**config.mk**
```make
export PLATFORM = sky130hd
export DESIGN_NAME = popeye_read_mux
export DESIGN_NICKNAME = d
export VERILOG_FILES = /design/src/hw/popeye_bus_pkg.sv /design/src/hw/popeye_read_mux.sv
export VERILOG_INCLUDE_DIRS = /design/src /design/src/hw
export SDC_FILE = /design/constraint.sdc
export NUM_CORES = 1
export LEC_CHECK = 0
export ABC_AREA = 1
export BUFFER_PORTS_ARGS = -buffer_cell sky130_fd_sc_hd__buf_4
export CAP_MARGIN = 20
export CELL_PAD_IN_SITES_DETAIL_PLACEMENT = 0
export CELL_PAD_IN_SITES_GLOBAL_PLACEMENT = 1
export CORE_ASPECT_RATIO = 1.2
export CORE_UTILIZATION = 22
export DETAILED_ROUTE_END_ITERATION = 10
export GPL_TIMING_DRIVEN = 0
export PLACE_DENSITY = 0.95
export SLEW_MARGIN = 20
export SYNTH_ARGS = -nofsm -noshare
export SYNTH_HDL_FRONTEND = slang
export SYNTH_SLANG_ARGS = --single-unit
```
**constraint.sdc**
```tcl
create_clock -name vclk -period 1.4
set_input_delay 0.14 -clock vclk [all_inputs]
set_output_delay 0.14 -clock vclk [all_outputs]
set_load 0.02 [all_outputs]
```
**src/hw/popeye_params.svh**
```systemverilog
// Main-board bus parameters
// Widths and sizes shared by the bus logic
`ifndef POPEYE_PARAMS_SVH
`define POPEYE_PARAMS_SVH

// CPU bus
`define POPEYE_AW       16
`define POPEYE_DW       8

// Work RAM, 2 KiB
`define POPEYE_RAM_AW   11

// Program ROM window
`define POPEYE_ROM_AW   15

`endif

```
**src/hw/popeye_bus_pkg.sv**
```systemverilog
// Memory map types
// Region of a CPU memory cycle and the device selects
// that the decoder hands to the read mux
`default_nettype none

package popeye_bus_pkg;

    // Region codes follow ad[15:13]
    typedef enum logic [2:0] {
        region_rom = 3'b000,    // 0000-7fff
        region_ram = 3'b100,    // 8000-9fff
        region_txt = 3'b101,    // a000-bfff
        region_bg  = 3'b110,    // c000-dfff
        region_sec = 3'b111     // e000-ffff
    } region_e;

    // One select per device that can answer a read
    typedef struct packed {
        logic rom_cs;
        logic ram_cs;
        logic in_cs;
        logic sec_cs;
    } dev_sel_s;

endpackage

`default_nettype wire

```
**src/hw/popeye_read_mux.sv**
```systemverilog
// CPU read data mux
// Passes the byte of the one selected device, with the ROM
// byte bit order restored
`timescale 1ns/1ns
`default_nettype none

`include "popeye_params.svh"

module popeye_read_mux (
    input  popeye_bus_pkg::dev_sel_s  sel,
    input  logic [`POPEYE_DW-1:0]     rom_data,
    input  logic [`POPEYE_DW-1:0]     ram_q,
    input  logic [`POPEYE_DW-1:0]     in_data,
    input  logic [`POPEYE_DW-1:0]     sec_data,
    output logic [`POPEYE_DW-1:0]     cpu_din
);

    logic [3:0]            sel_bits;
    logic [`POPEYE_DW-1:0] rom_good;

    // ROM data lines are crossed in pairs on the board
    assign rom_good = {rom_data[3], rom_data[4], rom_data[2], rom_data[5],
                       rom_data[1], rom_data[6], rom_data[0], rom_data[7]};

    assign sel_bits = sel;  // rom, ram, in, sec

    always_comb begin
        case (sel_bits)
            4'b1000: cpu_din = rom_good;
            4'b0100: cpu_din = ram_q;
            4'b0010: cpu_din = in_data;
            4'b0001: cpu_din = sec_data;
            default: cpu_din = '0;   // None or clash
        endcase
    end

endmodule

`default_nettype wire

```
-- After elaboration in Yosys (flattened, before gate mapping)
Index checks and enable logic that the tools add are counted.
- mux-type cells: 1
- equality and inequality tests: 4
- operators by type and width (operator ; number):
    8-bit case mux with 4 select lines ; 1
    4-bit by 1-bit equality test with 1-bit output, second input constant ; 1
    4-bit by 2-bit equality test with 1-bit output, second input constant ; 1
    4-bit by 3-bit equality test with 1-bit output, second input constant ; 1
    4-bit equality test, second input constant ; 1
- word-level logic and storage cells: 5
- register bits: 0
- input bits: 36

-- Longest topological paths before layout
- word-level depth: 2
- depth in mapped cells: 6
- depth with buffers taken out: 6

-- Worst setup path before layout
OpenSTA, ideal clock, no wires.
- kind: input to output
- from: input port sel[3] (netlist bit)
- to: output port cpu_din[3]
- required time: 1.260 ns
- stages: 6
- data arrival time: 0.773 ns
- path slack: 0.487 ns
- cell sequence: nor2_4 buf_4 nand3_1 nand2_1 inv_2 nand2_1
- longest elaborated chain between the ends: 2
- elaborated cells between the ends (all ways): 5
- classes of those cells: eq/ne (4); mux (1)
- RTL lines (item ; RTL line ; RTL):
    from (decl) ; popeye_read_mux.sv:10 ; input popeye_bus_pkg::dev_sel_s sel,
    4-bit by 1-bit equality test with 1-bit output (tied with other cells) ; popeye_read_mux.sv:28 ; case (sel_bits)
    8-bit case mux with 4 select lines * ; popeye_read_mux.sv:28 ;
    to (decl) ; popeye_read_mux.sv:15 ; output logic [`POPEYE_DW-1:0] cpu_din
Every way passes the cells marked *; elsewhere a longest branch is shown, timed or not.

-- Worst setup path in the final report
- from: input port sel[3] (netlist bit)
- to: output port cpu_din[6]
Same word-level chain as after synthesis.

==> summary.md <==
| Metric | Value |
|---|---|
| PostCTS Resize Cnt | `0` |
| Slew Limit Fails | `0` |
| Post-Synth XOR/XNOR Area | `0%` |
| Startpoint types | `input port` |
| Number of cells in the finished layout apart from fillers | `approximately 150` |
| DRT iter0 DRCs | `9` |
| N_diodes | `0` |
| Maximum clock rate | `0.8431 GHz` |
| Largest family of logic cells by synthesized area | `simple AND/OR/NAND/NOR gates` |
| Via count | `611` |
| Crit Path Class | `input port to primary output` |
| Hpwl dp | `between 1000 and 1500 um` |
| Synthesized area per cell | `4.856 um2` |
| Final Hold Viols | `0` |
| Data arrival, critical path | `1.05 ns` |
| Final Cycle Share | `84.72%` |
| Port bufs | `44` |
| Max VDD drop | `0.09298 mV` |
| GRT Overall Usage | `~14%` |
| Leak Pwr | `between 0.4 and 0.5 nW` |
| DRC Markers | `0` |
| Syn Nets | `between 100 and 150` |
| Seq/Total Area, Yosys | `0%` |
| Final wirelength | `about 1300 um` |
| Gate Count Post-Synth | `84` |
| Share of cells above drive strength 1 | `46.09%` |
| Ys Warns | `0` |
| Placed Cells | `roughly 150` |
| Synth Area in Simple Gates | `roughly 78%` |
| Crit. End Element | `primary output` |
| Commonest non-fill, non-tap cell in the layout | `buf_4` |
| Largest net degree at the start of global routing | `11` |
| Max Cap Viol | `0` |
| Critical Path RT | `1.26 ns` |
| Worst Path Max Fanout | `10` |
| Antenna Nets Post-Route | `0` |
| Clock buffer cells | `0` |
| Die Area | `slightly above 2000 um2` |
| Cts-stage hold buffer count | `0` |
| Die Wd | `between 40 and 50 um` |
| Pwr Density | `255.6 nW/um2` |
| Vias in the first global route | `about 520` |
| RSZ-0062 raised after global routing | `no` |
| Std-Cell Rows | `16` |
| Ports | `44` |
| Adder-cell share of the synthesized area | `0%` |
| Core area | `1682 um2` |
| Via-per-instance ratio | `4.185` |
| Synthesized cell area | `407.9 um2` |
| Reg area | `0 um2` |
| Postcts setup bufs | `0` |
| Commonest cells after routing, fill and taps aside | `buf_4, nand3_1, nand2_1, inv_1, inv_2` |
| Seq Cell Count | `0` |
| Post-synthesis compound-gate area fraction | `0%` |
| Outcome | `completed` |
| Placer Congestion | `0.7708` |
| Sum Neg Setup Slack | `0 ns` |
| Post-synthesis mux area share | `0%` |
| Avg WL per Cell | `8.952 um` |
| Gr ovfl total | `0` |
| Die H | `49.17 um` |
| Fin crit period | `1.186 ns` |
| NumNets Final | `roughly 170` |
| Initial antenna violation count | `0` |
| Starting density of the core | `24.26%` |
| Synthesis-to-layout area growth | `86.50%` |
| DRT Pass-1 Iters | `4` |
| Slew @ Worst Pin | `0.1823 ns` |
| Worst hold path class | `input port to primary output` |
| Final setup violation count | `0` |
| First-pass GRT wire length | `2145 um` |
| Distinct cell type count after synthesis | `6` |
| Slew headroom | `87.82%` |
[per-stage QoR]
step / total power [mW] / utilization [%] / instance area, um2 / hold slack, ns / setup WS (ns)
floorplan: 0.07883 / - / 407.9 / 0.5395 / 0.4867
global placement: 0.1958 / 45.24 / 760.7 / 0.6826 / 0.2110
detailed placement: 0.1967 / 45.24 / 760.7 / 0.6810 / 0.2123
CTS: 0.1970 / 45.24 / 760.7 / 0.6821 / 0.2109
global route: 0.2141 / 45.24 / 760.7 / 0.7192 / 0.09129
finish: 0.1945 / 45.24 / 760.7 / 0.6762 / 0.2140
[report_power, final]
| part | internal, mW | leakage [nW] | switching [mW] |
|---|---|---|---|
| combinational | 0.104 | 0.461 | 0.0900 |
| sequential | 0 | 0 | 0 |
| clock | 0 | 0 | 0 |
[metal layers]
| metal | up-vias | GRT usage (%) | part of all wire (%) |
|---|---|---|---|
| met1 | 240 | 19.17 | 39 |
| met5 | - | 0 | 0 |
| met2 | 18 | 24.22 | 54 |
| met3 | 2 | 0.4566 | 5.8 |
| met4 | 0 | 1.075 | 0.99 |
| li1 | 351 | - | - |
[logic make-up after synthesis]
family	after synthesis
simple gates	62
buf+inv	22
[cells in the mapped netlist]
cell	count	area, um2
buf_4	2	15.01
inv_1	13	48.80
nor2_4	6	67.56
nand3_1	32	160.2
nand2_1	24	90.09
inv_2	7	26.28
[critical path, stage by stage]
cell and delay (ns):
buf_4 0.14, nor2_4 0.18, buf_4 0.20, nand3_1 0.09, nand2_1 0.07, inv_1 0.04
nand2_1 0.06, buf_4 0.13
[layout make-up]
cell class	count	area [um2]
well taps	18	22.52
repair buffers	44	330.3
inverters	20	75.07
multi-input cells	62	317.8
fillers	197	920.9
plain buffers	2	15.01
[worst paths after layout]
check / cells past startpoint / slack [ns] / from / to
setup / recovery: 8 / 0.21 / sel[3] / cpu_din[6]
hold / removal: 6 / 0.68 / sec_data[2] / cpu_din[2]
(Power assumes the default switching activity.)
