File: src/hw/popeye_params.svh
// Main-board bus parameters
// Widths and sizes shared by the bus logic
`ifndef POPEYE_PARAMS_SVH
`define POPEYE_PARAMS_SVH

// CPU bus
`define POPEYE_AW       16
`define POPEYE_DW       8

// Work RAM, 2 KiB
`define POPEYE_RAM_AW   11

// Program ROM window
`define POPEYE_ROM_AW   15

`endif

File: src/hw/popeye_security.sv
// Protection chip
// Two data bytes pushed by the CPU form a 16-bit word,
// read back through an 8-bit window set by a shift count
`timescale 1ns/1ns
`default_nettype none

`include "popeye_params.svh"

module popeye_security (
    input  logic                   clk,
    input  logic                   reset,
    input  logic                   cen,
    input  logic                   a0,
    input  logic [`POPEYE_DW-1:0]  din,
    input  logic                   wr,
    output logic [`POPEYE_DW-1:0]  dout
);

    logic [`POPEYE_DW-1:0]   cur;
    logic [`POPEYE_DW-1:0]   prev;
    logic [2:0]              shift;
    logic [2*`POPEYE_DW-1:0] word_sh;

    // Count register
    always_ff @(posedge clk) begin
        if (reset) begin
            shift <= 3'd0;
        end else if (cen && wr && a0) begin
            shift <= din[2:0];
        end
    end

    // Data push, current byte moves down
    always_ff @(posedge clk) begin
        if (cen && wr && !a0) begin
            prev <= cur;
            cur  <= din;
        end
    end

    // Window top at bit 15 - shift
    assign word_sh = {cur, prev} << shift;
    assign dout    = word_sh[2*`POPEYE_DW-1 -: `POPEYE_DW];

endmodule

`default_nettype wire

File: config.mk
export PLATFORM = sky130hd
export DESIGN_NAME = popeye_security
export DESIGN_NICKNAME = d
export VERILOG_FILES = /design/src/hw/popeye_security.sv
export VERILOG_INCLUDE_DIRS = /design/src /design/src/hw
export SDC_FILE = /design/constraint.sdc
export NUM_CORES = 1
export LEC_CHECK = 0
export ABC_AREA = 1
export BUFFER_PORTS_ARGS = -buffer_cell sky130_fd_sc_hd__buf_2
export CAP_MARGIN = 20
export CORE_ASPECT_RATIO = 1.4
export CORE_MARGIN = 1
export CORE_UTILIZATION = 56
export CTS_BUF_LIST = sky130_fd_sc_hd__clkbuf_4 sky130_fd_sc_hd__clkbuf_8
export CTS_CLUSTER_SIZE = 14
export DETAILED_ROUTE_END_ITERATION = 12
export PLACE_DENSITY = 0.81
export SYNTH_ARGS = -nofsm -noshare
export SYNTH_HDL_FRONTEND = slang
export SYNTH_SLANG_ARGS = --single-unit
File: constraint.sdc
create_clock -name clk -period 1.5 [get_ports clk]
set_input_delay 0.075 -clock clk [delete_from_list [all_inputs] [get_ports clk]]
set_output_delay 0.075 -clock clk [all_outputs]
set_load 0.05 [all_outputs]
-- Yosys cells after proc, flatten, opt, wreduce, memory -nomap -nowiden
Index checks and enable logic that the tools add are counted.
- register bits after elaboration: 19
- input port bits: 13
- output and inout bits: 8
- shift-type cells: 1
- reductions and logical operators: 4
- operators with widths (cell ; number):
    16-bit by 3-bit << shifter with 16-bit output ; 1
    1-bit logical AND ; 3
    1-bit zero test ; 1

-- Longest topological paths before layout
- depth in word-level cells: 2
- gate-level depth with buffers: 8
- depth with buffers taken out: 6

-- Worst setup path after synthesis
No wires, ideal clock.
- path kind: register -> output
- from: register shift[0]
- to: output port dout[1]
- data arrival time: 1.136 ns
- data required time: 1.425 ns
- slack: 0.289 ns
- cell stages (with the launch flop): 9
- buffers on the path: 2
- path through: dfxtp_1 -> buf_6 -> inv_8 -> buf_12 -> nand2_4 -> nand3_2 -> nand2_1 -> nand2_1 -> nand2_1
- cells in the longest elaborated chain, start to end: 1
- RTL lines (what ; RTL line ; RTL):
    start, declared ; popeye_security.sv:21 ; logic [2:0] shift;
    start signal, assigned ; popeye_security.sv:29 ; shift <= din[2:0];
    16-bit by 3-bit << shifter with 16-bit output ; popeye_security.sv:42 ; assign word_sh = {cur, prev} << shift;
    end, declared ; popeye_security.sv:16 ; output logic [`POPEYE_DW-1:0] dout
Every way passes these cells.

-- Worst setup path after layout
- from: register shift[0]
- to: output port dout[6]
The elaborated chain is that of the path after synthesis.

==> implementation parameters <==
Parameter                              Value

Outcome
  Status    finished, final reports clean

Drt
  Routed vias/inst    5.54
  Residual antenna-violating net count after detailed routing    0
  Total Routed Length    2.59 mm
  Vias    975
  Starting DRC count in detailed routing    26
  Router iterations before antenna repair    4
  Per-cell routed wire length    14.7 um
  Number of remaining DRC errors    0

Clocking
  Clock-pin slew reported for the worst setup and hold paths after clock tree synthesis    100 ps
  Maximum clock insertion buffer count    2
  Sinks on Clock Net    18
  Number of buffers created by CTS    3
  Later-pin clock latency in the skew report    290 ps
  TritonCTS clock tree    yes
  CTS Root Cell    sky130_fd_sc_hd__clkbuf_4
  Deepest level of the CTS H-tree    1

GRT
  Number of global-route vias before repair    903
  Largest net degree at the start of global routing    18
  Wire length of the first global-routing pass    3.55 mm
  Total Routing Usage GR    0.247
  Total overflow reported by the global router    0
  Antenna violations before repair    0

Critical path
  Critical path required time    1420 ps
  CP Launch Type    register
  Reg-to-reg critical path startpoint    shift[2]$_SDFFE_PP0P_
  Setup crit end kind    primary output
  CP max FO    7
  Startpoint of the worst setup timing path    shift[0]$_SDFFE_PP0P_
  Class of the most critical setup path    reg2out
  Data arrival time of the critical path    1420 ps

Min path
  Origin of the worst min-delay path    reset
  Min-Delay Path Class    in2reg

Synthesis
  Distinct cell type count after synthesis    17
  Average footprint of a synthesized cell    8.86 um2
  Cell taking the most area after synthesis    sky130_fd_sc_hd__edfxtp_1
  Number of standard cells after synthesis    123
  Proportion of netlist area held by the largest area contributor    0.413
  Portion of the post-synthesis area used by sequential elements    0.468
  Count of synthesis-stage warnings from yosys    0
  Synth Register Bits    18
  Ranking of synthesized cells by area    sky130_fd_sc_hd__edfxtp_1, sky130_fd_sc_hd__nand3_1, sky130_fd_sc_hd__nand2_1, sky130_fd_sc_hd__dfxtp_1, sky130_fd_sc_hd__nand2_2
  Synthesized netlist net count    136
  Post-Synthesis Cell Area    1090 um2

Floorplan
  Height of the die    54.2 um
  Core Rows    18
  Number of ports placed on the die boundary    21
  Starting density of the core    0.605
  Horizontal die dimension    39.3 um
  Total core area    1800 um2
  Area enclosed by the die boundary    2130 um2

Finish
  Fill count    113
  Net count of the finished layout    170
  Layout Area Growth over Synthesis    33.1%
  Proportion of layout cells with a drive suffix above 1    0.417
  Final Instance Count excl. Fillers    176
  Antenna Diode Count    0

Timing
  Actual transition at the worst max-transition pin    257 ps
  Headroom to the max-slew limit    0.828
  Fin. max-slew vios    0
  Worst-case hold slack    35.1 ps
  Total setup violations reported at the end of the flow    0
  Unrepaired setup endpoints after global routing    yes
  Post-route clock period utilization    0.994
  Worst-case clock skew    0.255 ps
  Worst-case setup margin in the final layout    9.25 ps
  Maximum clock frequency    671 MHz
  Hold violation count in the final report    0
  Final critical-path required period    1490 ps

Pwr
  Switch share    0.330
  Switching pwr    0.407 mW
  Max rail drop VDD    0.000728 V
  Static leakage    0.639 nW
  Clock power share    0.217
  Sequential share of power    0.471
  Int Pwr    0.827 mW
  Pwr per Cell Area    851 nW/um2
  Fraction of power consumed by combinational cells    0.312

Place
  Final estimated routing congestion in global placement    0.896
  Number of placed instances, taps included    162
  Placement Setup Slack    95.2 ps
  # port buffers    20
  Post-detailed-placement half-perimeter wirelength    1.49 mm

Flow run
  Max Cap Viol    0
[cell type report]
| class | count | area (um2) | area share |
|---|---|---|---|
| Multi-Input combinational cell | 91 | 543 | 0.374 |
| Sequential cell | 18 | 514 | 0.355 |
| Timing Repair Buffer | 34 | 287 | 0.198 |
| Inverter | 8 | 42.5 | 0.0293 |
| Clock buffer | 4 | 30.0 | 0.0207 |
| Tap cell | 20 | 25.0 | 0.0173 |
| Timing Repair inverter | 1 | 8.76 | 0.00604 |
[power by group through the flow]
stage	Clock (mW)	Sequential (mW)	Combinational, mW
after floorplan	0	0.582	0.242
after global placement	0	0.588	0.292
after detailed placement	0	0.588	0.297
after CTS	0.262	0.576	0.333
after global routing	0.284	0.584	0.409
final	0.268	0.582	0.385
[critical path, stage by stage, from the launching register on]
cell                      delay [ps]
sky130_fd_sc_hd__dfxtp_4         470
sky130_fd_sc_hd__buf_8           170
sky130_fd_sc_hd__nand2_2          80
sky130_fd_sc_hd__nand3_2          80
sky130_fd_sc_hd__nand3_1          80
sky130_fd_sc_hd__nand2_1          90
sky130_fd_sc_hd__buf_6           160
[synth_stat cells, drive strengths merged]
cell and number:
a21oi 3, buf 6, clkinv 1, dfxtp 3, edfxtp 15, inv 7
nand2 45, nand3 39, nor2 1, o21bai 3
[final timing paths]
kind                           end  slack, ps  cells after the start
min          shift[0]$_SDFFE_PP0P_         40                      3
max reg2reg  shift[2]$_SDFFE_PP0P_        680                      2
min reg2reg      prev[7]$_DFFE_PP_        510                      0
max                        dout[6]          9                      6
[cell usage in the layout, fill, tap and decap left out, types with 2 or more instances in the layout]
master | Yosys | routed
sky130_fd_sc_hd__dlygate4sd3_1 | 0 | 8
sky130_fd_sc_hd__o21bai_1 | 3 | 3
sky130_fd_sc_hd__buf_2 | 0 | 12
sky130_fd_sc_hd__nand3_1 | 34 | 27
sky130_fd_sc_hd__nand3_2 | 5 | 12
sky130_fd_sc_hd__edfxtp_1 | 15 | 15
sky130_fd_sc_hd__inv_1 | 5 | 5
sky130_fd_sc_hd__nand2_2 | 8 | 13
sky130_fd_sc_hd__a21oi_1 | 3 | 3
sky130_fd_sc_hd__buf_6 | 3 | 9
sky130_fd_sc_hd__nand2_4 | 3 | 6
sky130_fd_sc_hd__clkbuf_4 | 0 | 4
sky130_fd_sc_hd__dfxtp_1 | 3 | 2
sky130_fd_sc_hd__nand2_1 | 34 | 26
sky130_fd_sc_hd__buf_4 | 2 | 4
[per-stage QoR]
| step | area (um2) | power (mW) | util | TNS, ps |
|---|---|---|---|---|
| floorplan | 1090 | 0.825 | - | 0 |
| global placement | 1180 | 0.880 | 0.657 | 0 |
| detailed placement | 1180 | 0.885 | 0.657 | 0 |
| CTS | 1320 | 1.17 | 0.731 | 0 |
| global route | 1450 | 1.28 | 0.805 | -176 |
| finish | 1450 | 1.23 | 0.805 | 0 |
[sequential cells by signal, summed over array words and instances (netlist names)]
signal,count
prev,7
shift,3
cur,8
[kinds of logic after synthesis]
family,count (synthesis),share of synthesized area
AOI/OAI and AO/OA,6,0.0344
buffers and inverters,14,0.0976
DFF,18,0.468
and+or+nand+nor,85,0.400
[per-layer routing]
| metal | routed length [um] | up-vias | GRT usage |
|---|---|---|---|
| li1 | - | 487 | - |
| met1 | 983 | 445 | 0.253 |
| met2 | 1440 | 36 | 0.481 |
| met3 | 104 | 7 | 0.0248 |
| met4 | 61 | 0 | 0.109 |
| met5 | 0 | - | 0 |
[repair_timing]
| item | CTS | global route |
|---|---|---|
| buffers inserted | 0 | 1 |
| hold endpoints to repair | 8 | 0 |
| gates resized for setup | 10 | 30 |
| pin swaps | 0 | 9 |
| endpoints found under the setup margin | 8 | 8 |
| hold buffers | 8 | 0 |
| gates cloned | 0 | 1 |
Note: power is estimated with default switching activity, not from simulation.
