--- config.mk ---
export PLATFORM = sky130hd
export DESIGN_NAME = popeye_cabinet_io
export DESIGN_NICKNAME = d
export VERILOG_FILES = /design/src/hw/popeye_io_pkg.sv /design/src/hw/popeye_cabinet_io.sv
export VERILOG_INCLUDE_DIRS = /design/src /design/src/hw
export SDC_FILE = /design/constraint.sdc
export NUM_CORES = 1
export LEC_CHECK = 0
export BUFFER_PORTS_ARGS = -buffer_cell sky130_fd_sc_hd__buf_2
export CAP_MARGIN = 25
export CORE_UTILIZATION = 29
export DETAILED_ROUTE_END_ITERATION = 10
export PLACE_DENSITY = 0.76
export RECOVER_POWER = 50
export SLEW_MARGIN = 20
export SYNTH_ARGS = -nofsm -noshare
export SYNTH_HDL_FRONTEND = slang
export SYNTH_SLANG_ARGS = --single-unit
--- constraint.sdc ---
create_clock -name clk -period 1.9 [get_ports clk]
set_input_delay 0.19 -clock clk [delete_from_list [all_inputs] [get_ports clk]]
set_output_delay 0.19 -clock clk [all_outputs]
set_load 0.03 [all_outputs]
--- src/hw/popeye_params.svh ---
// Main-board bus parameters
// Widths and sizes shared by the bus logic
`ifndef POPEYE_PARAMS_SVH
`define POPEYE_PARAMS_SVH

// CPU bus
`define POPEYE_AW       16
`define POPEYE_DW       8

// Work RAM, 2 KiB
`define POPEYE_RAM_AW   11

// Program ROM window
`define POPEYE_ROM_AW   15

`endif

--- src/hw/popeye_io_pkg.sv ---
// Cabinet I/O types
// Sound chip port-A latch and the input port numbers
`default_nettype none

`include "popeye_params.svh"

package popeye_io_pkg;

    // Port-A fields as used by the board
    typedef struct packed {
        logic [3:0] spare;
        logic [2:0] dip_row;    // Selects one dip_sw2 bit
        logic       flip;       // Screen flip
    } port_a_f;

    // Written as a byte, read by field
    typedef union packed {
        logic [`POPEYE_DW-1:0] raw;
        port_a_f               f;
    } port_a_u;

    // I/O read port from ad[1:0]
    typedef enum logic [1:0] {
        port_dips   = 2'd0,
        port_system = 2'd1,
        port_p2     = 2'd2,
        port_p1     = 2'd3
    } in_port_e;

endpackage

`default_nettype wire

--- src/hw/popeye_cabinet_io.sv ---
// Cabinet inputs
// Multiplexes joysticks, buttons and DIP switches onto the
// I/O read space and holds the sound chip's port-A latch,
// which carries the screen flip and the DIP row select
`timescale 1ns/1ns
`default_nettype none

`include "popeye_params.svh"

module popeye_cabinet_io (
    input  logic                   clk,
    input  logic                   reset,
    input  logic                   cen,
    input  logic [1:0]             port_sel,
    input  logic                   io_rd,
    input  logic                   io_wr,
    input  logic                   a0,
    input  logic [`POPEYE_DW-1:0]  din,
    input  logic [4:0]             joystick1,
    input  logic [4:0]             joystick2,
    input  logic [1:0]             start_button,
    input  logic                   coin_input,
    input  logic                   service,
    input  logic                   initeo,
    input  logic [3:0]             dip_sw1,
    input  logic [7:0]             dip_sw2,
    output logic [`POPEYE_DW-1:0]  dout,
    output logic                   rv_n
);

    popeye_io_pkg::port_a_u  port_a;
    popeye_io_pkg::in_port_e port;
    logic [4:0]              joy;

    //////////////////////////////
    // Port-A latch
    always_ff @(posedge clk) begin
        if (reset) begin
            port_a.raw <= '0;
        end else if (cen && io_wr && a0) begin
            port_a.raw <= din;
        end
    end

    assign rv_n = !port_a.f.flip;

    //////////////////////////////
    // Input read
    assign port = popeye_io_pkg::in_port_e'(port_sel);
    assign joy  = (port == popeye_io_pkg::port_p1) ? joystick1 : joystick2;

    always_comb begin
        dout = '1;  // Idle bus reads high
        if (io_rd) begin
            case (port)
                popeye_io_pkg::port_dips: begin
                    dout[7]   = dip_sw2[port_a.f.dip_row];
                    dout[6:4] = 3'b000;
                    dout[3:0] = dip_sw1;
                end
                popeye_io_pkg::port_system: begin
                    dout[7]   = coin_input;
                    dout[6]   = service;
                    dout[5]   = initeo;     // Field parity from video
                    dout[3:2] = start_button;
                end
                default: begin
                    // Up and down swap places on the connector
                    dout[4] = joy[4];   // Punch
                    dout[3] = joy[2];
                    dout[2] = joy[3];
                    dout[1] = joy[1];
                    dout[0] = joy[0];
                end
            endcase
        end
    end

endmodule

`default_nettype wire

Word-level counts from Yosys, hierarchy flattened --
Index checks and enable logic that the tools add are counted. Widths: inputs -> output; s select.
Cells by class: $lt $le $gt $ge 1, equality and inequality tests 2, mux-type cells 8, reductions and logical operators 4
Operator list (count):
- $mux 8 | 1
- $pmux 2 s2 | 2
- $pmux 3 s2 | 1
- $mux 5 | 1
- $lt 3x4->1 const B | 1
- $bmux 1 s3 | 1
- $eq 2x1->1 const B | 1
- $eq 2x2->1 const B | 1
- $logic_and 1x1->1 | 2
- $logic_not 2->1 | 1
- $pmux 1 s2 | 1
- $logic_not 1->1 | 1
- $mux 1 | 1
Word-level totals: bits in registers 4, input port bits 43, output and inout port bits 9, logic and storage cells 16

Depth between registers and ports, before layout --
depth in word-level cells 4, mapped depth 4, depth with buffers taken out 3

Worst setup path after synthesis --
No wires, ideal clock.
path type register to output, from reg port_a[1] in the netlist's numbering, to out dout[7], data arrival time 1.420 ns, required time 1.710 ns, slack 0.290 ns, cell stages (with the launch flop) 4, path buffers 0, cells stage by stage dfxtp_1 -> mux4_2 -> nor2b_1 -> o31a_1
Between the ends: cells in the longest elaborated chain, start to end 4
Ends and longest elaborated chain:
- from (decl) | RTL line popeye_cabinet_io.sv:31 | popeye_io_pkg::port_a_u port_a;
- $bmux 1 s3 | RTL line popeye_cabinet_io.sv:57 | dout[7] = dip_sw2[port_a.f.dip_row];
- $mux 1 (not written as such) | RTL line popeye_cabinet_io.sv:57
- $pmux 3 s2 | RTL line popeye_cabinet_io.sv:55 | case (port)
- $mux 8 | RTL line popeye_cabinet_io.sv:54 | if (io_rd) begin
- to (decl) | RTL line popeye_cabinet_io.sv:27 | output logic [`POPEYE_DW-1:0] dout,
Every way passes these cells. The select of a mux whose other input is x is not followed.

Final worst setup path --
Ends and elaborated chain as after synthesis.

==> impl_metrics.xml <==
<?xml version="1.0" encoding="UTF-8"?>
<metrics>
  <group name="status">
    <metric name="status" unit="">finished, final reports clean</metric>
  </group>
  <group name="logic_synthesis">
    <metric name="synthesis.instances" unit="">47</metric>
    <metric name="yosysWarningCount" unit="">0</metric>
    <metric name="synth-seq-cells" unit="">4</metric>
    <metric name="part_of_the_yosys_area_used_for_sequential_elements" unit="%">20.5</metric>
    <metric name="synth_top_area_share" unit="%">20.5</metric>
    <metric name="yosysTopAreaCell" unit="">dfxtp_1</metric>
    <metric name="post_synth_main_area_contributors" unit="">dfxtp_1, mux2i_1, mux4_2</metric>
    <metric name="synth_cell_types" unit="">18</metric>
    <metric name="post_synth_instance_area" unit="sq um">390</metric>
    <metric name="post_synth.cell_area_avg" unit="sq um">8.31</metric>
    <metric name="postSynthNetCount" unit="">90</metric>
  </group>
  <group name="clock_tree">
    <metric name="holdBufCountCts" unit="">0</metric>
    <metric name="clkSinkCount" unit="">4</metric>
    <metric name="post_cts_setup_buffer_count" unit="">0</metric>
    <metric name="cts.path.max_buffers" unit="">2</metric>
    <metric name="cts_inserted_buffers" unit="">3</metric>
    <metric name="clock_tree.root_cell" unit="">clkbuf_4</metric>
    <metric name="clock_tree_from_tritoncts" unit="">built</metric>
    <metric name="htree_num_levels" unit="">1</metric>
    <metric name="path_clk_slew" unit="ns">0.04</metric>
    <metric name="skew_pair_late_insertion_delay" unit="ns">0.23</metric>
  </group>
  <group name="setup_path">
    <metric name="worst-setup-path-type" unit="">reg2out</metric>
    <metric name="critical_path_required" unit="ns">1.71</metric>
    <metric name="category_of_the_worst_setup_path_launch_point" unit="">flip-flop</metric>
    <metric name="timing.critical_path.to_type" unit="">output port</metric>
    <metric name="critical_path.max_fanout" unit="">2</metric>
    <metric name="timing.critical_path.arrival" unit="ns">1.60</metric>
  </group>
  <group name="placed_design">
    <metric name="portBuffers" unit="">47</metric>
    <metric name="dp_hpwl" unit="mm">1.02</metric>
    <metric name="gpl.final_weighted_congestion" unit="">0.652</metric>
    <metric name="placed_cells_incl_taps" unit="">107</metric>
  </group>
  <group name="cells_and_area">
    <metric name="largestRegisters" unit="">port_a x4</metric>
    <metric name="instances_no_fill" unit="">110</metric>
    <metric name="final_layout_net_count" unit="">141</metric>
    <metric name="antenna_cells_inserted" unit="">0</metric>
    <metric name="largest-register" unit="">port_a</metric>
    <metric name="largest_register_ff_count" unit="">4</metric>
    <metric name="fillerInstances" unit="">116</metric>
    <metric name="synthToLayoutAreaGrowth" unit="%">73.1</metric>
    <metric name="layout-drive-gt1-share" unit="%">56.3</metric>
  </group>
  <group name="floorplan">
    <metric name="start_util" unit="%">33.3</metric>
    <metric name="coreArea" unit="sq mm">0.00117</metric>
    <metric name="number_of_top_level_pins" unit="">52</metric>
    <metric name="dieWidth" unit="um">38.7</metric>
    <metric name="core.rowCount" unit="">12</metric>
    <metric name="die_y" unit="um">38.7</metric>
    <metric name="design.die.area" unit="sq mm">0.00150</metric>
  </group>
  <group name="sta">
    <metric name="final_hold_viols" unit="">0</metric>
    <metric name="timing.setup.tns" unit="ns">0</metric>
    <metric name="max_transition_viols_final" unit="">0</metric>
    <metric name="setup_violations" unit="">0</metric>
    <metric name="worst_pin_slew" unit="ns">0.557</metric>
    <metric name="slew-limit-headroom" unit="%">62.9</metric>
    <metric name="setup_repair_after_global_routing_missed_its_margin" unit="">false</metric>
    <metric name="fin_crit" unit="ns">1.79</metric>
    <metric name="finClkSkew" unit="ns">0</metric>
    <metric name="finalCritPeriodShare" unit="%">94.1</metric>
    <metric name="max_freq" unit="MHz">559</metric>
  </group>
  <group name="power_and_ir_drop">
    <metric name="leakage" unit="nW">0.367</metric>
    <metric name="power_per_cell_area" unit="mW/mm^2">479</metric>
    <metric name="irDropWorstVdd" unit="V">0.000269</metric>
  </group>
  <group name="detailed_routing">
    <metric name="dr.pass1.iters" unit="">4</metric>
    <metric name="drcViolationCount" unit="">0</metric>
    <metric name="drt_wl_total" unit="mm">1.25</metric>
    <metric name="routed-via-count" unit="">540</metric>
    <metric name="antenna_left" unit="">0</metric>
    <metric name="routed_via_density" unit="">4.91</metric>
    <metric name="first_iter_violations" unit="">2</metric>
    <metric name="wire_per_inst" unit="um">11.3</metric>
  </group>
  <group name="flow_run">
    <metric name="timing.max_cap.violations" unit="">0</metric>
  </group>
  <group name="grt">
    <metric name="grt_first_pass_wirelength" unit="mm">1.76</metric>
    <metric name="grt_overflow" unit="">0</metric>
    <metric name="antenna_found_initial" unit="">0</metric>
    <metric name="grt_start_max_net_pins" unit="">13</metric>
    <metric name="grt_usage" unit="%">17.8</metric>
    <metric name="first_global_vias" unit="">457</metric>
  </group>
  <group name="worst_hold_path">
    <metric name="hold_class" unit="">in2reg</metric>
  </group>
</metrics>
-- what timing repair did --
action                     in CTS  in global routing
pin swaps                       0                  1
resized for setup               1                  5
setup endpoints to repair       1                  1
-- critical path: stages (launching register included) --
cell	delay (ns)
dfxtp_2	0.34
mux4_2	0.50
nor2b_4	0.14
o31a_1	0.25
buf_6	0.14
-- layout by cell type, fill, tap and decap left out --
cell type / netlist / routed
nor3_1: 2 / 2
buf_2: 2 / 44
nor2b_4: 0 / 1
dfxtp_2: 0 / 1
mux2i_1: 8 / 8
a21oi_1: 1 / 1
nor2_1: 5 / 5
buf_4: 0 / 1
nand2_1: 8 / 8
mux4_2: 3 / 3
nand3_1: 1 / 1
buf_6: 0 / 1
nor3b_1: 1 / 1
o21ai_0: 1 / 1
o31a_1: 1 / 1
nor2b_1: 2 / 1
clkbuf_1: 0 / 2
nand3b_1: 1 / 1
nand2b_1: 2 / 2
dfxtp_1: 4 / 3
inv_1: 2 / 2
o211ai_1: 1 / 1
clkbuf_4: 0 / 3
a21o_1: 2 / 2
-- cells in the mapped netlist --
library cell  count
nand2b_1          2
nor2b_1           2
nor2_1            5
a21oi_1           1
a21o_1            2
mux2i_1           8
nor3_1            2
inv_1             2
o211ai_1          1
nand2_1           8
o31a_1            1
dfxtp_1           4
buf_2             2
nand3_1           1
nor3b_1           1
mux4_2            3
o21ai_0           1
nand3b_1          1
-- stage by stage --
| step | cell area, sq um | power, mW | utilization [%] | hold WS (ns) | worst slack (ns) |
|---|---|---|---|---|---|
| 3_3_place_gp | 641 | 0.210 | 54.7 | 0.404 | 0.305 |
| 3_5_place_dp | 641 | 0.215 | 54.7 | 0.401 | 0.242 |
| 6_report | 676 | 0.323 | 57.7 | 0.165 | 0.112 |
| 5_1_grt | 676 | 0.348 | 57.7 | 0.162 | 0.0554 |
| 4_1_cts | 664 | 0.327 | 56.7 | 0.148 | 0.0106 |
| 2_1_floorplan | 390 | 0.159 | - | 0.262 | 0.290 |
-- final timing paths --
path	startpoint	endpoint	slack, ns	depth (start not counted)
worst max register to register	port_a[1]	port_a[1]	1.15	3
worst min-delay path	reset	port_a[1]	0.16	2
worst max-delay path	port_a[1]	dout[7]	0.11	4
worst min register to register	port_a[0]	port_a[0]	0.52	2
-- logic make-up (layout without fill, tap and decap cells) --
logic type	after synthesis	count (layout)	share of synthesized area, %
AOI/OAI and AO/OA	6	6	10.6
DFF	4	4	20.5
buffers and inverters	4	53	4.49
and+or+nand+nor	22	22	26.6
muxes	11	11	37.8
-- metal layers --
| layer | track usage [%] | vias up | wire (um) |
|---|---|---|---|
| met4 | 7.76 | 0 | 0 |
| met5 | 0 | - | 0 |
| met2 | 37.9 | 48 | 647 |
| li1 | - | 266 | - |
| met3 | 5.20 | 0 | 174 |
| met1 | 13.8 | 226 | 422 |
-- power by group --
group | internal [mW] | leakage [nW] | switching [mW] | total (mW)
Sequential | 0.0875 | 0.0330 | 0.00310 | 0.0906
Combinational | 0.0650 | 0.320 | 0.0618 | 0.127
Clock | 0.0707 | 0.0138 | 0.0352 | 0.106
-- layout make-up --
type / count / area [sq um] / share of cell area, %
Clock buffer: 3 / 22.5 / 3.33
Inverter: 2 / 7.51 / 1.11
Multi-Input combinational cell: 39 / 300 / 44.4
Sequential cell: 4 / 81.3 / 12.0
Tap cell: 14 / 17.5 / 2.59
Timing Repair Buffer: 48 / 246 / 36.5
Note: power is estimated with default switching activity, not from simulation.
