## config.mk

```make
export PLATFORM = sky130hd
export DESIGN_NAME = popeye_bus_decode
export DESIGN_NICKNAME = d
export VERILOG_FILES = /design/src/hw/popeye_bus_pkg.sv /design/src/hw/popeye_bus_decode.sv
export VERILOG_INCLUDE_DIRS = /design/src /design/src/hw
export SDC_FILE = /design/constraint.sdc
export NUM_CORES = 1
export LEC_CHECK = 0
export BUFFER_PORTS_ARGS = -buffer_cell sky130_fd_sc_hd__buf_2
export CAP_MARGIN = 0
export CELL_PAD_IN_SITES_DETAIL_PLACEMENT = 0
export CELL_PAD_IN_SITES_GLOBAL_PLACEMENT = 1
export CORE_ASPECT_RATIO = 0.8
export CORE_MARGIN = 1
export CORE_UTILIZATION = 16
export DETAILED_ROUTE_END_ITERATION = 8
export GPL_ROUTABILITY_DRIVEN = 0
export PLACE_DENSITY = 0.8
export REMOVE_ABC_BUFFERS = 1
export SKIP_LAST_GASP = 1
export SLEW_MARGIN = 20
export SYNTH_ARGS = -nofsm -noshare
export SYNTH_HDL_FRONTEND = slang
export SYNTH_SLANG_ARGS = --single-unit
```

## constraint.sdc

```tcl
create_clock -name clk -period 1.2 [get_ports clk]
set_clock_uncertainty 0.2 [all_clocks]
set_input_delay 0.12 -clock clk [delete_from_list [all_inputs] [get_ports clk]]
set_output_delay 0.12 -clock clk [all_outputs]
set_load 0.01 [all_outputs]
```

## src/hw/popeye_params.svh

```systemverilog
// Main-board bus parameters
// Widths and sizes shared by the bus logic
`ifndef POPEYE_PARAMS_SVH
`define POPEYE_PARAMS_SVH

// CPU bus
`define POPEYE_AW       16
`define POPEYE_DW       8

// Work RAM, 2 KiB
`define POPEYE_RAM_AW   11

// Program ROM window
`define POPEYE_ROM_AW   15

`endif

```

## src/hw/popeye_bus_pkg.sv

```systemverilog
// Memory map types
// Region of a CPU memory cycle and the device selects
// that the decoder hands to the read mux
`default_nettype none

package popeye_bus_pkg;

    // Region codes follow ad[15:13]
    typedef enum logic [2:0] {
        region_rom = 3'b000,    // 0000-7fff
        region_ram = 3'b100,    // 8000-9fff
        region_txt = 3'b101,    // a000-bfff
        region_bg  = 3'b110,    // c000-dfff
        region_sec = 3'b111     // e000-ffff
    } region_e;

    // One select per device that can answer a read
    typedef struct packed {
        logic rom_cs;
        logic ram_cs;
        logic in_cs;
        logic sec_cs;
    } dev_sel_s;

endpackage

`default_nettype wire

```

## src/hw/popeye_bus_decode.sv

```systemverilog
// Main bus decoder
// Undoes the board's address scramble, decodes the memory
// map and the I/O space, and registers the strobes sent to
// the video and DMA logic
`timescale 1ns/1ns
`default_nettype none

`include "popeye_params.svh"

module popeye_bus_decode (
    input  logic                         clk,
    input  logic                         reset,
    input  logic                         cpu_cen,
    input  logic [`POPEYE_AW-1:0]        a,
    input  logic                         rd_n,
    input  logic                         wr_n,
    input  logic                         mreq_n,
    input  logic                         iorq_n,
    input  logic                         dmcs,
    output logic [`POPEYE_AW-1:0]        ad,
    output logic [`POPEYE_ROM_AW-1:0]    rom_addr,
    output popeye_bus_pkg::dev_sel_s     sel,
    output logic                         ram_we,
    output logic                         sec_wr,
    output logic                         io_rd,
    output logic                         io_wr,
    output logic                         memwr,
    output logic                         csv_l,
    output logic                         dwrbk,
    output logic                         csbw_n
);

    popeye_bus_pkg::region_e region;
    logic txt_cs;
    logic bg_cs;
    logic bg_l;     // bg select at last cen edge

    //////////////////////////////
    // Address descramble
    assign ad[2:0]   = ~a[2:0];
    assign ad[3]     = ~a[4];
    assign ad[4]     = ~a[5];
    assign ad[5]     = ~a[9];
    assign ad[6]     = a[3];
    assign ad[7]     = a[6];
    assign ad[8]     = a[7];
    assign ad[9]     = a[8];
    assign ad[15:10] = a[15:10];    // Top bits pass straight

    assign rom_addr = ad[`POPEYE_ROM_AW-1:0];

    //////////////////////////////
    // Map decode
    always_comb begin
        case (ad[15:13])
            3'b100:  region = popeye_bus_pkg::region_ram;
            3'b101:  region = popeye_bus_pkg::region_txt;
            3'b110:  region = popeye_bus_pkg::region_bg;
            3'b111:  region = popeye_bus_pkg::region_sec;
            default: region = popeye_bus_pkg::region_rom;
        endcase
    end

    always_comb begin
        sel    = '0;
        txt_cs = 1'b0;
        bg_cs  = 1'b0;
        if (iorq_n) begin
            case (region)
                popeye_bus_pkg::region_ram: sel.ram_cs = (!mreq_n || dmcs) && !ad[11];
                popeye_bus_pkg::region_txt: txt_cs = !mreq_n;
                popeye_bus_pkg::region_bg:  bg_cs  = !mreq_n;
                popeye_bus_pkg::region_sec: sel.sec_cs = 1'b1;
                default:                    sel.rom_cs = 1'b1;
            endcase
        end else begin
            sel.in_cs = 1'b1;   // Any I/O cycle
        end
    end

    assign ram_we = sel.ram_cs && !wr_n;
    assign sec_wr = sel.sec_cs && !wr_n;
    assign io_rd  = sel.in_cs && !rd_n;
    assign io_wr  = sel.in_cs && !wr_n;

    //////////////////////////////
    // Video and DMA strobes

    // Registered on every clock, not only on cen
    always_ff @(posedge clk) begin
        if (reset) begin
            memwr  <= 1'b0;
            csv_l  <= 1'b0;
            dwrbk  <= 1'b0;
            csbw_n <= 1'b1;
        end else begin
            memwr  <= !wr_n && !mreq_n;
            csv_l  <= txt_cs;
            dwrbk  <= bg_cs && !wr_n;
            csbw_n <= !(bg_cs || bg_l);   // Stretched over one cen period
        end
    end

    always_ff @(posedge clk) begin
        if (reset) begin
            bg_l <= 1'b0;
        end else if (cpu_cen) begin
            bg_l <= bg_cs;
        end
    end

endmodule

`default_nettype wire

```

=== Word level (Yosys, flattened, before mapping) ===
Cells that the tools add are included.

* Reductions and logical operators: 16
* Muxes and demuxes: 9
* Bitwise logic cells: 6
* Equality and inequality tests: 8

{| class="wikitable"
|+ Operators by type and width
! kind !! number
|-
| $eq 3x3->1 const B || 8
|-
| $pmux 3 s4 || 1
|-
| $logic_and 1x1->1 || 7
|-
| $mux 1 || 7
|-
| $logic_not 1->1 || 5
|-
| $not 1->1 || 5
|-
| $reduce_or 4->1 || 1
|-
| $not 3->3 || 1
|-
| $reduce_or 3->1 || 1
|-
| $logic_or 1x1->1 || 2
|-
| $mux 2 || 1
|}

* Word-level logic and storage cells: 44
* Output and inout bits: 43
* Bits of input ports: 24
* Register bits after elaboration: 5

=== Longest topological paths before layout ===
Gate-level depths: netlist of run 1.

* Depth in word-level cells: 7
* Depth in mapped cells: 2
* Mapped depth without buffers: 2

=== Least setup slack after synthesis of run 1 ===
OpenSTA, ideal clock, no wires.

* Kind: input-to-output
* Start: input port a[14]
* End: output port ram_we
* Required time: 880 ps
* Buffers on the path: 0
* Arrival: 831 ps
* Slack: 49 ps
* Stages: 2
* Path through: nand3b_1 a2111oi_1

* Cells in the longest elaborated chain, start to end: 6
* Elaborated cells on any way between the ends: 9
* Those cells by class: eq/ne: 5; mux: 3; reduce/logical: 1

{| class="wikitable"
|+ RTL lines
! what !! RTL line !! text
|-
| start, declared || popeye_bus_decode.sv:14 || <nowiki>input logic [`POPEYE_AW-1:0] a,</nowiki>
|-
| $eq 3x3->1 || popeye_bus_decode.sv:55 || <nowiki>case (ad[15:13])</nowiki>
|-
| $pmux 3 s4 * || popeye_bus_decode.sv:55 ||
|-
| $eq 3x3->1 * || popeye_bus_decode.sv:69 || <nowiki>case (region)</nowiki>
|-
| $mux 1 * || popeye_bus_decode.sv:69 ||
|-
| $mux 2 * || popeye_bus_decode.sv:68 || <nowiki>if (iorq_n) begin</nowiki>
|-
| $logic_and 1x1->1 * || popeye_bus_decode.sv:81 || <nowiki>assign ram_we = sel.ram_cs && !wr_n;</nowiki>
|-
| end, declared || popeye_bus_decode.sv:23 || <nowiki>output logic ram_we,</nowiki>
|}

Mark *: on every way between the ends. The rest lies on a longest branch, timed or not.

=== Final worst setup path of run 1 ===
* Start: input port a[11]
* End: output port ram_we

* Cells in the longest elaborated chain, start to end: 5

{| class="wikitable"
|+ RTL lines
! what !! RTL line !! text
|-
| $logic_not 1->1 || popeye_bus_decode.sv:70 || <nowiki>popeye_bus_pkg::region_ram: sel.ram_cs = (!mreq_n || dmcs) && !ad[11];</nowiki>
|-
| $logic_and 1x1->1 || popeye_bus_decode.sv:70 ||
|-
| $mux 1 || popeye_bus_decode.sv:69 ||
|-
| $mux 2 || popeye_bus_decode.sv:68 ||
|-
| $logic_and 1x1->1 || popeye_bus_decode.sv:81 ||
|}

Every way passes these cells.

==> results.py, run 1 <==
metrics = {
    "outcome": {
        "outcome": "finished with violations",
        "violations": "hold timing, setup timing",
    },
    "logic_synthesis": {
        "synth_seq_cells": 5,
        "syn_area_per_cell_um2": 7.887,
        "syn_inst": 56,
        "synth_area_leaders": "buf_4 (42%), dfxtp_1 (23%), inv_1 (6.8%), o22ai_2 (2.8%), nor2_1 (2.5%)",
        "syn_area_um2": 441.7,
        "netlist.area_leader.share_pct": 42.49,
        "yosys_warnings": 0,
        "synth_cell_types": 18,
        "synth_seq_area_share_pct": 22.66,
        "synth_top_area_cell": "buf_4",
    },
    "cells_and_area": {
        "layout_commonest_cell": "buf_2",
        "drive_gt1_share_pct": 67.71,
        "final_nets": 121,
        "final_area_um2": 714.4,
        "synthToLayoutAreaGrowth_pct": 61.76,
        "antenna_cells": 0,
        "layout_common_cells": "buf_2 (45), buf_4 (10), inv_1 (8), dfxtp_1 (5)",
    },
    "worst_setup_path": {
        "critPathKind": "in2out",
        "r2r_end": "csbw_n",
        "arrival_ns": 0.90,
        "cp-start-kind": "input port",
        "r2r_setup_slack_ns": 0.40,
        "worstReg2RegStart": "bg_l",
        "ff2ff_path_depth": 2,
        "crit_required_ns": 0.88,
        "crit_end": "ram_we",
        "setup.worst_path.end_class": "output port",
        "critPathLaunch": "a[11]",
        "cp_max_fo": 2,
    },
    "hold_path": {
        "hp-class": "in2reg",
        "hp-start": "reset",
    },
    "routing": {
        "viasPerCell": 3.773,
        "wl_um": 1281,
        "antenna_left": 0,
        "wl_per_cell_um": 9.705,
        "drcViolationCount": 0,
        "dr_total_vias": 498,
        "drt_iter0_markers": 2,
        "first_pass_iters": 3,
    },
    "global_route": {
        "grt_pass1_vias": 478,
        "gr-total-overflow": 0,
        "antenna_found_initial": 0,
        "grt_use_total_pct": 9.726,
        "grt_pass1_wl_um": 2118,
        "grt_max_degree": 6,
    },
    "clock_network": {
        "path_clk_slew_ns": 0.04,
        "cts_made_buffers": 3,
        "clock_latency_ns": 0.24,
        "cts_sinks": 5,
        "cts-hold-fix-buffers": 3,
        "htreeDepth": 1,
        "cts_tree": "done",
        "clk_path_buf_depth": 2,
        "cts-root-buf": "clkbuf_4",
    },
    "flow_run": {
        "cap_violations": 0,
    },
    "sta": {
        "rsz0062_at_grt": "true",
        "hold_violations": 3,
        "tns_ns": -0.02107,
        "setup_viol": 1,
        "max_slew_margin_pct": 76.23,
        "setup_ws_ns": -0.02107,
        "final.min_clock_period_ns": 1.221,
        "fmax_mhz": 819.0,
        "fin_crit_sh_pct": 101.8,
        "max_slew.worst_pin.slew_ns": 0.3516,
        "slew_violations": 0,
        "timing.hold.ws_ns": -0.06836,
    },
    "pwr": {
        "cellLeakagePower_nw": 0.3949,
        "worst_ir_drop_vdd_uv": 189.4,
        "total_power_w": 0.0005374,
        "powerDensity_nw_per_um2": 752.2,
    },
    "placement": {
        "dp_hpwl_um": 1008,
        "io_buffers": 48,
        "placed_area_um2": 591.8,
    },
    "floorplan": {
        "start_util_pct": 17.51,
        "io_pins": 67,
        "rows": 16,
        "die_h_um": 49.00,
        "dieArea_um2": 2976,
        "core_area_um2": 2522,
        "fp.dieW_um": 60.74,
    },
}
## kinds of logic after synthesis
| family | after synthesis | share of synthesized area (%) |
|---|---|---|
| compound gates | 4 | 8.499 |
| simple gates | 14 | 19.55 |
| buf+inv | 33 | 49.29 |
| flops | 5 | 22.66 |
## worst min-delay path by stage
stage | end | slack [ns] | cells after the start
final | csv_l | -0.07 | 2
after global routing | csv_l | -0.06 | 2
after global placement | ad[10] | 0.04 | 0
after detailed placement | ad[10] | 0.04 | 0
after CTS | csv_l | -0.08 | 2
after floorplan | memwr | -0.009 | 1
## area by class of cell
type | count | area [µm²]
flip-flops and latches | 5 | 100.1
repair buffers | 61 | 364.1
multi-input cells | 18 | 148.9
inverters | 8 | 30.03
well taps | 36 | 45.04
clock buffers | 4 | 26.28
fillers | 285 | 1808
## synth_stat cells
| library cell | count |
|---|---|
| or3_1 | 1 |
| nor3_1 | 2 |
| a211oi_1 | 1 |
| nor2_1 | 3 |
| dfxtp_1 | 5 |
| and4_1 | 1 |
| nor4b_1 | 1 |
| buf_4 | 25 |
| nand3_1 | 1 |
| a2111oi_1 | 1 |
| inv_1 | 8 |
| nor2b_1 | 1 |
| o22ai_2 | 1 |
| nand2b_1 | 1 |
| nand3b_1 | 1 |
| o21a_1 | 1 |
| or2_1 | 1 |
| or4b_1 | 1 |
## flip-flops by register name, indices dropped and copies added, names as in the netlist
register	flops
bg_l	1
csbw_n	1
csv_l	1
dwrbk	1
memwr	1
## where the power goes
group / leakage [nW] / switching, W / total (W) / internal [W]
logic: 0.339 / 0.0000839 / 0.000176 / 0.0000924
clock network: 0.0150 / 0.0000657 / 0.000191 / 0.000126
registers: 0.0405 / 0.000000524 / 0.000170 / 0.000169
## routing by layer
metal / routed length (µm) / up-vias / part of all wire (%) / global-route usage (%)
li1: - / 235 / - / -
met1: 496 / 215 / 39 / 9.120
met2: 590 / 46 / 46 / 15.75
met3: 184 / 2 / 14 / 6.897
met4: 9 / 0 / 0.70 / 4.545
met5: 0 / - / 0 / 0
## worst max-delay path: stages
cell       delay (ns)
buf_6            0.09
or2_4            0.25
a2111oi_4        0.26
buf_2            0.18
## metrics by stage
step	setup slack (ns)	util [%]	std cells
2_1_floorplan	0.04908	-	31
3_3_place_gp	-0.1338	23.46	122
3_5_place_dp	-0.1555	23.46	122
4_1_cts	-0.02526	28.32	132
5_1_grt	-0.07379	28.32	132
6_report	-0.02107	28.32	132
## what timing repair did
action / 4_1_cts / 5_1_grt
pin swaps: 2 / 0
setup buffers: 3 / 0
endpoints found under the hold margin: 4 / 2
endpoints found under the setup margin: 2 / 2
resized for setup: 8 / 0
Note: power is estimated with default switching activity, not from simulation.
==> run 2: changes to the inputs <==
--- a/config.mk
+++ b/config.mk
@@ -6,6 +6,7 @@
 export SDC_FILE = /design/constraint.sdc
 export NUM_CORES = 1
 export LEC_CHECK = 0
+export ABC_AREA = 1
 export BUFFER_PORTS_ARGS = -buffer_cell sky130_fd_sc_hd__buf_2
 export CAP_MARGIN = 0
 export CELL_PAD_IN_SITES_DETAIL_PLACEMENT = 0
@@ -15,7 +16,7 @@
 export CORE_UTILIZATION = 16
 export DETAILED_ROUTE_END_ITERATION = 8
 export GPL_ROUTABILITY_DRIVEN = 0
-export PLACE_DENSITY = 0.8
+export PLACE_DENSITY = 0.79
 export REMOVE_ABC_BUFFERS = 1
 export SKIP_LAST_GASP = 1
 export SLEW_MARGIN = 20
==> run 2 against run 1 <==
  * Final cell count unchanged
  * The run ends with hold timing left
  * Synthesized cell count grew 18%
  * Combinational power shrank 12%
  * Fmax up 5.7%
  * Worst hold slack better by 0.067 ns
  * Sequential share of layout area grew 2.1 points
  * Core utilization fell by 4.3 points
==> results.py, run 2 <==
metrics = {
    "outcome": {
        "outcome": "finished with violations",
        "violations": "hold timing",
    },
    "cells_and_area": {
        "multi_input_area_um2": 125.1,
        "layout_commonest_cell": "buf_2",
        "regArea_um2": 100.1,
        "final_nets": 121,
        "fillerInstances": 302,
        "antenna_cells": 0,
        "synthToLayoutAreaGrowth_pct": 35.15,
        "layout_common_cells": "buf_2 (47), inv_1 (12), nand2_1 (6), nor2_1 (5), dfxtp_1 (5)",
        "drive_gt1_share_pct": 59.38,
    },
    "worst_setup_path": {
        "ff2ff_path_depth": 2,
        "setup.worst_path.end_class": "register",
        "r2r_end": "bg_l",
        "crit_chain": "buf_2 -> dlygate4sd3_1 -> nor4_2",
        "worstReg2RegStart": "bg_l",
        "cp_top_family": "buffers and inverters",
        "path_buf_inv": 2,
        "critPathLaunch": "mreq_n",
        "arrival_ns": 1.10,
        "cp_max_fo": 3,
        "critPathSlowestCell": "dlygate4sd3_1",
        "cp-start-kind": "input port",
        "critPathKind": "in2reg",
        "crit_required_ns": 1.14,
        "r2r_setup_slack_ns": 0.31,
        "crit_path_max_incr_delay_ns": 0.59,
    },
    "sta": {
        "fin_crit_sh_pct": 96.24,
        "rsz0062_at_grt": "false",
        "max_slew.worst_pin.slew_ns": 0.2371,
        "final.min_clock_period_ns": 1.155,
        "slew_violations": 0,
        "max_slew_margin_pct": 84.03,
        "setup_viol": 0,
        "timing.hold.ws_ns": -0.001339,
        "tns_ns": 0,
        "fmax_mhz": 865.9,
        "hold_violations": 1,
    },
    "clock_network": {
        "path_clk_slew_ns": 0.04,
        "cts_sinks": 5,
        "clock_latency_ns": 0.24,
        "post_cts_buffers": 0,
        "cts_tree": "done",
        "cts_made_buffers": 3,
        "htreeDepth": 1,
        "clk_path_buf_depth": 2,
        "cts-root-buf": "clkbuf_4",
    },
    "logic_synthesis": {
        "netlist.area_leader.share_pct": 40.87,
        "synth_edf_count": 0,
        "syn_inst": 66,
        "syn_area_um2": 459.2,
        "yosys_warnings": 0,
        "synthTopCellsByCount": "buf_4 (25), inv_1 (12), nand2_1 (6), nor2_1 (6), dfxtp_1 (5)",
        "yosysMostFrequentCell": "buf_4",
        "synth_seq_cells": 5,
        "syn_area_per_cell_um2": 6.957,
        "synthFlopType": "dfxtp_1",
        "synth_cell_types": 16,
        "synth_top_area_cell": "buf_4",
        "synth_area_leaders": "buf_4 (41%), dfxtp_1 (22%), inv_1 (9.8%), nand2_1 (4.9%), nor2_1 (4.9%)",
        "async_flop_share_pct": 0,
        "synth_seq_area_share_pct": 21.80,
    },
    "hold_path": {
        "hp-class": "in2reg",
        "worstHoldPathCells": 4,
        "hp-start": "mreq_n",
        "hold_end": "dwrbk",
    },
    "routing": {
        "first_pass_iters": 2,
        "antenna_left": 0,
        "wl_per_cell_um": 8.174,
        "dr_total_vias": 464,
        "drcViolationCount": 0,
        "wl_um": 1079,
        "viasPerCell": 3.515,
        "drt_iter0_markers": 3,
    },
    "floorplan": {
        "io_pins": 67,
        "dieArea_um2": 3089,
        "die_h_um": 49.92,
        "rows": 16,
        "core_area_um2": 2582,
        "fp.dieW_um": 61.90,
        "start_util_pct": 17.78,
    },
    "global_route": {
        "grt_pass1_wl_um": 1966,
        "grt_max_degree": 7,
        "antenna_found_initial": 0,
        "grt_use_total_pct": 8.593,
        "gr-total-overflow": 0,
        "grt_pass1_vias": 477,
    },
    "placement": {
        "dp_hpwl_um": 950.8,
        "io_buffers": 48,
    },
    "pwr": {
        "powerDensity_nw_per_um2": 832.0,
        "total_power_w": 0.0005163,
        "cellLeakagePower_nw": 0.3764,
        "worst_ir_drop_vdd_uv": 151.3,
    },
    "flow_run": {
        "cap_violations": 0,
    },
}
[run 2: how the worst max path moves through the flow]
stage,to,depth (start not counted),slack (ns)
after floorplan,ram_we,3,0.28
after global placement,ram_we,5,0.13
after detailed placement,ram_we,5,0.09
after CTS,dwrbk,4,0.02
after global routing,ram_we,5,0.002
final,csv_l,3,0.05
[run 2: per-stage QoR]
step / setup slack [ns] / utilization [%] / instances / hold WS (ns) / instance area (µm²)
after floorplan: 0.2807 / - / 41 / -0.009686 / 271.5
after global placement: 0.1321 / 21.56 / 125 / 0.04017 / 556.8
after detailed placement: 0.09111 / 21.56 / 125 / 0.04017 / 556.8
after CTS: 0.01701 / 24.13 / 133 / -0.02124 / 623.1
after global routing: 0.002040 / 24.03 / 132 / 0.008141 / 620.6
final: 0.04508 / 24.03 / 132 / -0.001339 / 620.6
[run 2: layout make-up]
| class | instances | area share [%] |
|---|---|---|
| Clock buffer | 4 | 4.234 |
| Tap cell | 36 | 7.258 |
| Multi-Input combinational cell | 23 | 20.16 |
| Timing Repair Buffer | 51 | 44.35 |
| Sequential cell | 5 | 16.13 |
| Inverter | 13 | 7.863 |
[run 2: per-layer routing]
metal,part of all wire [%],track usage [%],vias to the layer above
met1,37,7.981,198
met4,0,6.667,0
met3,9.5,4.462,0
met2,53,13.80,34
li1,-,-,232
met5,0,0,-
[run 2: what timing repair did]
action                                  4_1_cts  5_1_grt
gates resized for setup                       0        1
hold buffers                                  4        0
hold endpoints to repair                      5        0
endpoints found under the setup margin        0        2
[run 2: tightest hold or removal path, cell delays in order]
cell and delay (ns):
buf_2 0.10, nor2_2 0.04, nand3_2 0.08, nor2_2 0.04
[run 2: kinds of logic after synthesis]
kind of cell	after synthesis	synth area share, %
flip-flops	5	21.80
AND/OR/NAND/NOR	21	23.71
AO/OA/AOI/OAI	2	2.997
buffers and inverters	38	51.50
[run 2: where the power goes]
part | switching, W | internal [W] | leakage, nW
Sequential | 0.00000146 | 0.000172 | 0.0408
Clock | 0.0000641 | 0.000125 | 0.0150
Combinational | 0.0000826 | 0.0000710 | 0.321
Total | 0.000148 | 0.000368 | 0.376
==> run 3: changes to the inputs <==
--- a/config.mk
+++ b/config.mk
@@ -16,7 +16,7 @@
 export CORE_UTILIZATION = 16
 export DETAILED_ROUTE_END_ITERATION = 8
 export GPL_ROUTABILITY_DRIVEN = 0
-export PLACE_DENSITY = 0.79
+export PLACE_DENSITY = 0.86
 export REMOVE_ABC_BUFFERS = 1
 export SKIP_LAST_GASP = 1
 export SLEW_MARGIN = 20
==> run 3 against run 2 <==
  * The flow still finishes with violations (hold timing)
  * Non-clock buffer count unchanged
  * Die area unchanged
  * Critical path depth up 3
  * First-iteration DRC count increased by 33%
  * Design area rose by 1.2%
  * Combinational power is essentially flat
  * Fmax fell by 0.58%
  * Total power fell by 0.29%
  * Sequential power about the same
  * Final cell count stayed put
  * Via count grew 2.8%
  * Worst setup slack worse by 0.0068 ns
==> results.py, run 3 (synthesized netlist as in run 2, its figures left out) <==
metrics = {
    "clock_network": {
        "cts_tree": "done",
        "clock_latency_ns": 0.23,
        "post_cts_buffers": 0,
        "path_clk_slew_ns": 0.04,
        "cts-hold-fix-buffers": 4,
        "cts-root-buf": "clkbuf_4",
        "htreeDepth": 1,
        "cts_made_buffers": 3,
        "cts_sinks": 5,
        "clk_path_buf_depth": 2,
    },
    "global_route": {
        "grt_use_total_pct": 7.640,
        "use_met3_pct": 5.512,
        "gr-total-overflow": 0,
        "gr-max-usage-layer": "met2",
        "grt_use_met2_pct": 13.44,
        "grt_pass1_wl_um": 1738,
        "grt_pass1_vias": 447,
        "antenna_found_initial": 0,
        "grt_max_degree": 7,
        "grtUsageMet1_pct": 5.000,
    },
    "worst_setup_path": {
        "crit_required_ns": 1.17,
        "arrival_ns": 1.14,
        "setup.worst_path.end_class": "register",
        "critPathKind": "in2reg",
        "cp_max_fo": 6,
        "cp-start-kind": "input port",
    },
    "flow_run": {
        "cap_violations": 0,
    },
    "sta": {
        "timing.hold.ws_ns": -0.01174,
        "setup_viol": 0,
        "fin_crit_sh_pct": 96.81,
        "max_slew.worst_pin.slew_ns": 0.2055,
        "fmax_mhz": 860.8,
        "slew_violations": 0,
        "max_slew_margin_pct": 86.17,
        "final.min_clock_period_ns": 1.162,
        "hold_violations": 2,
    },
    "routing": {
        "drcViolationCount": 0,
        "dr_total_vias": 477,
        "wl_um": 1111,
        "antenna_left": 0,
        "wl_per_cell_um": 8.417,
        "viasPerCell": 3.614,
        "drt_iter0_markers": 4,
        "first_pass_iters": 4,
    },
    "outcome": {
        "violations": "hold timing",
        "outcome": "finished with violations",
    },
    "floorplan": {
        "io_pins": 67,
        "start_util_pct": 17.78,
        "core_area_um2": 2582,
        "rows": 16,
        "fp.dieW_um": 61.90,
        "die_h_um": 49.92,
        "dieArea_um2": 3089,
    },
    "hold_path": {
        "hp-class": "in2reg",
    },
    "cells_and_area": {
        "layout_commonest_cell": "buf_2",
        "final_cells": 132,
        "drive_gt1_share_pct": 60.42,
        "antenna_cells": 0,
        "layout_common_cells": "buf_2 (46), inv_1 (11), nor2_1 (6), nand2_1 (5), dfxtp_1 (5)",
        "synthToLayoutAreaGrowth_pct": 36.78,
        "final_nets": 121,
    },
    "placement": {
        "place_inst": 125,
        "io_buffers": 48,
        "dp_hpwl_um": 993.2,
    },
    "pwr": {
        "cellLeakagePower_nw": 0.3839,
        "powerDensity_nw_per_um2": 819.7,
        "worst_ir_drop_vdd_uv": 138.7,
    },
}
run 3: power by group:
| part | leakage (nW) | internal, W | switching, W |
|---|---|---|---|
| Sequential | 0.0408 | 0.000172 | 0.00000140 |
| Combinational | 0.328 | 0.0000719 | 0.0000849 |
| Clock | 0.0150 | 0.000125 | 0.0000596 |
| Total | 0.384 | 0.000369 | 0.000146 |
run 3: metrics by stage:
stage | total power, W | setup slack, ns | cell area (µm²) | utilization, % | TNS [ns]
5_1_grt | 0.0005516 | -0.0005920 | 628.1 | 24.32 | -0.0005920
2_1_floorplan | 0.0002304 | 0.2807 | 271.5 | - | 0
3_3_place_gp | 0.0003197 | 0.1311 | 556.8 | 21.56 | 0
3_5_place_dp | 0.0003228 | 0.1126 | 556.8 | 21.56 | 0
6_report | 0.0005148 | 0.03829 | 628.1 | 24.32 | 0
4_1_cts | 0.0005240 | 0.01856 | 623.1 | 24.13 | 0
run 3: path summary, 6_finish.rpt:
kind / start / to / slack, ns / cells past startpoint
max: iorq_n / dwrbk / 0.04 / 6
min: wr_n / memwr / -0.01 / 3
max reg2reg: bg_l / bg_l / 0.34 / 2
min reg2reg: bg_l / csbw_n / 0.27 / 3
run 3: area by class of cell:
cell class | instances | area [µm²]
fillers | 283 | 1954
repair buffers | 51 | 280.3
multi-input cells | 23 | 125.1
flip-flops and latches | 5 | 100.1
inverters | 13 | 51.30
well taps | 36 | 45.04
clock buffers | 4 | 26.28
run 3: what timing repair did:
| action | 4_1_cts | 5_1_grt |
|---|---|---|
| resized for setup | 0 | 5 |
| hold endpoints to repair | 5 | 2 |
| setup endpoints to repair | 0 | 3 |
run 3: critical path, stage by stage:
cell and delay, ns:
buf_2 0.14, inv_4 0.06, nor2_2 0.08, nand3_2 0.09
dlygate4sd3_1 0.56, nor2_1 0.08
run 3: layer usage:
metal,vias to the layer above,routed length [µm]
li1,231,-
met1,204,337
met2,42,619
met3,0,155
met4,0,0
met5,-,0
